### config.mk
export PLATFORM = sky130hd
export DESIGN_NAME = lvda_top
export DESIGN_NICKNAME = d
export VERILOG_FILES = /design/src/verilog/lvda_pkg.sv /design/src/verilog/lvda_top.sv /design/src/verilog/readout_buffer.sv /design/src/verilog/countdown_timer.sv /design/src/verilog/interrupt_latch.sv /design/src/verilog/input_filter.sv
export SDC_FILE = /design/constraint.sdc
export NUM_CORES = 1
export LEC_CHECK = 0
export ABC_AREA = 1
export BUFFER_PORTS_ARGS = -buffer_cell sky130_fd_sc_hd__buf_4
export CORE_MARGIN = 3
export CORE_UTILIZATION = 54
export CTS_BUF_LIST = sky130_fd_sc_hd__clkbuf_8
export CTS_CLUSTER_SIZE = 8
export DETAILED_ROUTE_END_ITERATION = 8
export GPL_ROUTABILITY_DRIVEN = 1
export PLACE_DENSITY = 0.78
export SLEW_MARGIN = 20
export SYNTH_ARGS = -nofsm -noshare
export SYNTH_HDL_FRONTEND = slang
export SYNTH_SLANG_ARGS = --single-unit
### constraint.sdc
create_clock -name sim_clk -period 1.75 [get_ports sim_clk]
set_clock_uncertainty 0.1 [all_clocks]
set_input_delay 0.0875 -clock sim_clk [delete_from_list [all_inputs] [get_ports sim_clk]]
set_output_delay 0.0875 -clock sim_clk [all_outputs]
set_load 0.005 [all_outputs]
### src/verilog/lvda_pkg.sv
package lvda_pkg;

    // discrete and interrupt line counts
    localparam int DIN_COUNT  = 24;
    localparam int INTR_COUNT = 7;

    localparam int ADDR_WIDTH  = 9;
    localparam int WORD_WIDTH  = 26;  // buffer register, BRD1..BRD26
    localparam int TIMER_WIDTH = 16;

    // deglitcher needs this many equal samples before it follows the input
    localparam int FILTER_DEPTH     = 3;
    localparam int FILTER_CNT_WIDTH = $clog2(FILTER_DEPTH);
    localparam logic [FILTER_CNT_WIDTH-1:0] FILTER_LAST =
        FILTER_CNT_WIDTH'(FILTER_DEPTH - 1);

    typedef logic [DIN_COUNT-1:0]   din_word_t;
    typedef logic [INTR_COUNT-1:0]  intr_word_t;
    typedef logic [ADDR_WIDTH-1:0]  pio_addr_t;
    typedef logic [WORD_WIDTH-1:0]  word_t;
    typedef logic [TIMER_WIDTH-1:0] count_t;

    // processor port map
    localparam pio_addr_t ADDR_DISCRETE = 9'h008;  // read only
    localparam pio_addr_t ADDR_INTR     = 9'h00c;  // read pending, write clears
    localparam pio_addr_t ADDR_TIMER    = 9'h010;  // read count, write loads

endpackage
### src/verilog/lvda_top.sv
`timescale 1ns/1ps
`default_nettype none

module lvda_top (
    input  logic                 sim_clk,
    input  logic                 arst_n,
    input  lvda_pkg::din_word_t  din,
    input  lvda_pkg::intr_word_t intr,
    input  logic                 pio_strobe,
    input  logic                 pio_write,
    input  lvda_pkg::pio_addr_t  pio_addr,
    input  lvda_pkg::word_t      pio_data,
    output lvda_pkg::word_t      brd,
    output logic                 data_valid,
    output logic                 intc,
    output logic                 timer_done
);

    lvda_pkg::din_word_t  din_filt;
    lvda_pkg::intr_word_t intr_filt;
    lvda_pkg::intr_word_t pending;
    lvda_pkg::intr_word_t clear_mask;
    lvda_pkg::count_t     count;
    lvda_pkg::count_t     load_value;
    logic                 wr_cmd;
    logic                 clear;
    logic                 load;

    // write decode
    assign wr_cmd = pio_strobe && pio_write;
    assign clear  = wr_cmd && (pio_addr == lvda_pkg::ADDR_INTR);
    assign load   = wr_cmd && (pio_addr == lvda_pkg::ADDR_TIMER);

    assign clear_mask = pio_data[lvda_pkg::INTR_COUNT-1:0];
    assign load_value = pio_data[lvda_pkg::TIMER_WIDTH-1:0];

    input_filter #(
        .payload_t(lvda_pkg::din_word_t)
    ) din_filter (
        .sim_clk (sim_clk),
        .arst_n  (arst_n),
        .raw     (din),
        .filtered(din_filt)
    );

    input_filter #(
        .payload_t(lvda_pkg::intr_word_t)
    ) intr_filter (
        .sim_clk (sim_clk),
        .arst_n  (arst_n),
        .raw     (intr),
        .filtered(intr_filt)
    );

    interrupt_latch u_interrupt_latch (
        .sim_clk   (sim_clk),
        .arst_n    (arst_n),
        .intr      (intr_filt),
        .clear     (clear),
        .clear_mask(clear_mask),
        .pending   (pending),
        .intc      (intc)
    );

    countdown_timer u_countdown_timer (
        .sim_clk   (sim_clk),
        .arst_n    (arst_n),
        .load      (load),
        .load_value(load_value),
        .count     (count),
        .timer_done(timer_done)
    );

    readout_buffer u_readout_buffer (
        .sim_clk   (sim_clk),
        .arst_n    (arst_n),
        .pio_strobe(pio_strobe),
        .pio_write (pio_write),
        .pio_addr  (pio_addr),
        .discretes (din_filt),
        .pending   (pending),
        .count     (count),
        .brd       (brd),
        .data_valid(data_valid)
    );

endmodule
`default_nettype wire

### src/verilog/readout_buffer.sv
`timescale 1ns/1ps
`default_nettype none

module readout_buffer (
    input  logic                 sim_clk,
    input  logic                 arst_n,
    input  logic                 pio_strobe,
    input  logic                 pio_write,
    input  lvda_pkg::pio_addr_t  pio_addr,
    input  lvda_pkg::din_word_t  discretes,
    input  lvda_pkg::intr_word_t pending,
    input  lvda_pkg::count_t     count,
    output lvda_pkg::word_t      brd,
    output logic                 data_valid
);

    logic            rd_cmd;
    lvda_pkg::word_t rd_word;

    assign rd_cmd = pio_strobe && !pio_write;

    // source select, zero extended to the buffer width
    always_comb begin
        case (pio_addr)
            lvda_pkg::ADDR_DISCRETE: begin
                rd_word = lvda_pkg::word_t'(discretes);
            end
            lvda_pkg::ADDR_INTR: begin
                rd_word = lvda_pkg::word_t'(pending);
            end
            lvda_pkg::ADDR_TIMER: begin
                rd_word = lvda_pkg::word_t'(count);  // value before this edge's decrement
            end
            default: begin
                rd_word = '0;  // unmapped reads still answer
            end
        endcase
    end

    // buffer holds until the next read
    always_ff @(posedge sim_clk or negedge arst_n) begin
        if (!arst_n) begin
            brd <= '0;
        end else if (rd_cmd) begin
            brd <= rd_word;
        end
    end

    always_ff @(posedge sim_clk or negedge arst_n) begin
        if (!arst_n) begin
            data_valid <= 1'b0;
        end else begin
            data_valid <= rd_cmd;  // one cycle per read strobe
        end
    end

endmodule
`default_nettype wire

### src/verilog/countdown_timer.sv
`timescale 1ns/1ps
`default_nettype none

module countdown_timer (
    input  logic             sim_clk,
    input  logic             arst_n,
    input  logic             load,
    input  lvda_pkg::count_t load_value,
    output lvda_pkg::count_t count,
    output logic             timer_done
);

    logic running;
    logic expiring;

    assign running = (count != '0);

    // last step of a countdown, unless a reload takes over
    assign expiring = !load && (count == lvda_pkg::count_t'(1));

    always_ff @(posedge sim_clk or negedge arst_n) begin
        if (!arst_n) begin
            count <= '0;
        end else if (load) begin
            count <= load_value;  // reload wins over the decrement
        end else if (running) begin
            count <= count - 1'b1;
        end
    end

    // one cycle pulse as the count reaches zero
    always_ff @(posedge sim_clk or negedge arst_n) begin
        if (!arst_n) begin
            timer_done <= 1'b0;
        end else begin
            timer_done <= expiring;
        end
    end

endmodule
`default_nettype wire

### src/verilog/interrupt_latch.sv
`timescale 1ns/1ps
`default_nettype none

module interrupt_latch (
    input  logic                 sim_clk,
    input  logic                 arst_n,
    input  lvda_pkg::intr_word_t intr,
    input  logic                 clear,
    input  lvda_pkg::intr_word_t clear_mask,
    output lvda_pkg::intr_word_t pending,
    output logic                 intc
);

    lvda_pkg::intr_word_t intr_q;      // filtered lines one clock ago
    lvda_pkg::intr_word_t rise;
    lvda_pkg::intr_word_t clr_bits;
    lvda_pkg::intr_word_t pending_nxt;

    assign rise     = intr & ~intr_q;
    assign clr_bits = clear ? clear_mask : '0;

    // a new edge beats a clear of the same bit
    assign pending_nxt = (pending & ~clr_bits) | rise;

    always_ff @(posedge sim_clk or negedge arst_n) begin
        if (!arst_n) begin
            intr_q <= '0;
        end else begin
            intr_q <= intr;
        end
    end

    always_ff @(posedge sim_clk or negedge arst_n) begin
        if (!arst_n) begin
            pending <= '0;
        end else begin
            pending <= pending_nxt;
        end
    end

    // summary request to the processor
    always_ff @(posedge sim_clk or negedge arst_n) begin
        if (!arst_n) begin
            intc <= 1'b0;
        end else begin
            intc <= |pending_nxt;  // tracks pending in the same cycle
        end
    end

endmodule
`default_nettype wire

### src/verilog/input_filter.sv
`timescale 1ns/1ps
`default_nettype none

module input_filter #(
    parameter type payload_t = logic [0:0]
) (
    input  logic     sim_clk,
    input  logic     arst_n,
    input  payload_t raw,
    output payload_t filtered
);

    payload_t sync_a;
    payload_t sync_b;
    // one agreement counter per bit
    logic [$bits(payload_t)-1:0][lvda_pkg::FILTER_CNT_WIDTH-1:0] agree_cnt;

    // two flop synchronizer on the raw levels
    always_ff @(posedge sim_clk or negedge arst_n) begin
        if (!arst_n) begin
            sync_a <= '0;
            sync_b <= '0;
        end else begin
            sync_a <= raw;
            sync_b <= sync_a;
        end
    end

    // output bit flips only after FILTER_DEPTH samples disagree with it in a row
    always_ff @(posedge sim_clk or negedge arst_n) begin
        if (!arst_n) begin
            agree_cnt <= '0;
            filtered  <= '0;
        end else begin
            for (int i = 0; i < $bits(payload_t); i++) begin
                if (sync_b[i] == filtered[i]) begin
                    agree_cnt[i] <= '0;  // transient gone, start over
                end else if (agree_cnt[i] == lvda_pkg::FILTER_LAST) begin
                    filtered[i]  <= sync_b[i];
                    agree_cnt[i] <= '0;
                end else begin
                    agree_cnt[i] <= agree_cnt[i] + 1'b1;
                end
            end
        end
    end

endmodule
`default_nettype wire

==> run summary <==
Routed wire length: 16.57 mm
Syn Area/Cell: 10.19 um^2
Chip width: 128.8 um
Worst-Margin Slew: 0.5111 ns
Final cell count without fillers: 1206
Portion of netlist area occupied by mux cells: 0.7379%
# setup viols final: 0
Final GP Congestion: 0.9055
TritonCTS clock tree: built
Max FO, Critical Path: 10
Synth cell types: 33
Via/cell ratio: 4.886
CTS H-Tree Depth: 2
Lkg Pwr: 5.260 nW
Async SR Flop Fraction: 100.0%
Layout cell share with drive strength beyond 1: 18.79%
Synth Area in Compound Gates: 5.411%
Ys flop type: dfrtp_1
Antenna viol nets, final: 0
Wirelength per Cell: 13.74 um
Remaining DRCs: 0
DRT Pass-1 Iters: 5
# IOs: 99
Longest Clk Path Bufs: 3
Gate Count Post-Synth: 799
Sequential area share after synthesis: 65.18%
Hold crit path type: in2async
Pwr/cell area: 1334 nW/um^2
I/O Buffers: 86
WHS: 0.04322 ns
Worst setup SP type: register
CP Class: reg2reg
Synth Area in Simple Gates: 17.06%
Overall Global Routing Usage: 21.25%
Worst path required time: 2.04 ns
First-pass GRT wire length: 28.21 mm
CTS clk-pin slew, worst paths: 0.06 ns
CTS buffer count: 36
Synth Area in Adders: 0.4612%
#FFs+latches synth: 212
Cell Rows: 44
Status: finished, final reports clean
DP Cell Count: 1085
Largest net degree at the start of global routing: 60
Layout Nets: 1072
Synth Area in XOR/XNOR: 4.304%
RSZ-0062 raised after global routing: yes
Die area: 16580 um^2
Area growth syn-to-layout: 29.08%
Root Driver: clkbuf_8
Max frequency: 0.5790 GHz
Reported max-cap violation count: 0
Core area: 14640 um^2
Iteration-0 DRC Markers: 259
Final hold vios: 0
Setup_tns: 0 ns
Grt total ovfl: 0
Syn. warnings: 0
Die height: 128.8 um
Initial Util: 55.58%
Worst setup EP type: register
Arrival @ worst endpoint: 2.01 ns
Total Power: 0.01402 W
Largest family of logic cells by synthesized area: simple AND/OR/NAND/NOR gates
Mapped cell area: 8139 um^2
Worst vdd ir: 0.7349 mV
DP Wirelength: 11.53 mm
Final period utilization: 98.69%
Diode count: 0
Clock Latency Late Sink: 0.51 ns
Post-synth EDFFs: 0
Reg2reg path depth: 10
Via count: 5892
Sink Count: 212
Slew Limit Headroom: 65.93%
Post-route minimum period: 1.727 ns
Vias in the first global route: 6094
Initial antenna violation count: 0
Final Max Slew Viols: 0
## state kept, by name, summed over array words and instances, names as in the netlist
| signal | flops |
|---|---|
| u_interrupt_latch.intc | 1 |
| intr_filter.agree_cnt | 14 |
| din_filter.sync_b | 24 |
| din_filter.agree_cnt | 48 |
| intr_filter.sync_a | 7 |
| u_readout_buffer.data_valid | 1 |
| din_filter.sync_a | 24 |
| u_interrupt_latch.intr_q | 7 |
| intr_filter.sync_b | 7 |
| u_interrupt_latch.pending | 7 |
| u_countdown_timer.count | 16 |
| u_countdown_timer.timer_done | 1 |
| din_filter.filtered | 24 |
| intr_filter.filtered | 7 |
| u_readout_buffer.brd | 24 |
## placed cells by master, fill, tap and decap left out, drive strengths merged, types with 4 or more instances in the layout
cell / n
o31ai: 8
clkbuf: 46
xor2: 9
a21oi: 12
inv: 143
buf: 114
dfrtp: 212
nand2: 175
mux2i: 6
o211ai: 4
nand3: 15
nor2: 47
xnor2: 31
nand4: 8
o21ai: 56
nor3: 69
dlygate4sd3: 56
## cell type report
type / count / area, um^2
sequential: 212 / 5305
inverter: 130 / 490.5
timing repair buffer: 171 / 1480
clock inverter: 16 / 62.56
multi-input combinational: 448 / 2318
fill: 1071 / 4138
clock buffer: 45 / 619.3
tap: 184 / 230.2
## stage by stage
stage / area (um^2) / worst slack [ns] / util (%)
after floorplan: 8143 / 0.1074 / -
after global placement: 9200 / 0.08460 / 62.82
after detailed placement: 9200 / 0.08481 / 62.82
after CTS: 10450 / 0.05204 / 71.38
after global routing: 10510 / -0.06846 / 71.74
final: 10510 / 0.02295 / 71.74
## power by group
group          internal [W]  switching (W)  total (W)  leakage, nW
combinational       0.00131        0.00164    0.00295         2.28
clock               0.00230        0.00181    0.00410        0.406
sequential          0.00614       0.000833    0.00697         2.57
## cells in the mapped netlist (4+ instances only)
| library cell | count | area [um^2] |
|---|---|---|
| a21oi_1 | 11 | 55.05 |
| buf_4 | 4 | 30.03 |
| dfrtp_1 | 212 | 5305 |
| inv_1 | 127 | 476.7 |
| mux2i_1 | 6 | 60.06 |
| nand2_1 | 171 | 641.9 |
| nand2_2 | 4 | 25.02 |
| nand3_1 | 14 | 70.07 |
| nand4_1 | 8 | 50.05 |
| nor2_1 | 40 | 150.1 |
| nor2_4 | 4 | 45.04 |
| nor3_1 | 68 | 340.3 |
| o211ai_1 | 4 | 30.03 |
| o21ai_0 | 51 | 255.2 |
| o21ai_1 | 5 | 25.02 |
| o31ai_1 | 8 | 60.06 |
| xnor2_1 | 31 | 271.5 |
| xor2_1 | 9 | 78.83 |
## timing repair
action	CTS	global route
setup buffers	0	4
hold buffers	57	0
endpoints found under the hold margin	282	0
resized for setup	0	14
setup endpoints to repair	0	17
## final timing paths
| kind | startpoint | end | slack (ns) |
|---|---|---|---|
| min in group sim_clk | pio_addr[0] | u_readout_buffer.brd[7]$_DFFE_PN0P_ | 0.05 |
| worst max register to register | u_countdown_timer.count[9]$_DFFE_PN0P_ | u_countdown_timer.count[14]$_DFFE_PN0P_ | 0.02 |
| worst min register to register | din_filter.sync_a[22]$_DFF_PN0_ | din_filter.sync_b[22]$_DFF_PN0_ | 0.23 |
| max in group asynchronous | arst_n | intr_filter.sync_a[0]$_DFF_PN0_ | 0.88 |
| worst min-delay path | arst_n | din_filter.agree_cnt[34]$_DFF_PN0_ | 0.04 |
| worst max-delay path | u_countdown_timer.count[9]$_DFFE_PN0P_ | u_countdown_timer.count[14]$_DFFE_PN0P_ | 0.02 |
## metal layers
| metal | track usage, % | share of wire [%] | vias to the layer above |
|---|---|---|---|
| li1 | - | - | 2903 |
| met1 | 28.32 | 43 | 2816 |
| met2 | 35.52 | 50 | 143 |
| met3 | 4.359 | 5.3 | 30 |
| met4 | 6.424 | 1.9 | 0 |
| met5 | 0 | 0 | - |
## cell families after synthesis
logic type               after synthesis
AO/OA/AOI/OAI                         81
XOR/XNOR                              40
adder cells (fa/ha/maj)                3
buffers and inverters                140
flip-flops                           212
multiplexers                           6
other                                  1
AND/OR/NAND/NOR                      316
## worst max-delay path: stages (launching register included)
cell     delay, ns
dfrtp_1       0.39
inv_2         0.07
nand2_2       0.08
nor3_4        0.18
nand2_1       0.08
nor2_2        0.15
nand2_1       0.10
nor2_4        0.20
inv_4         0.10
o21ai_0       0.09
nor2_1        0.06
No activity file was read; power rests on OpenSTA's default activity.
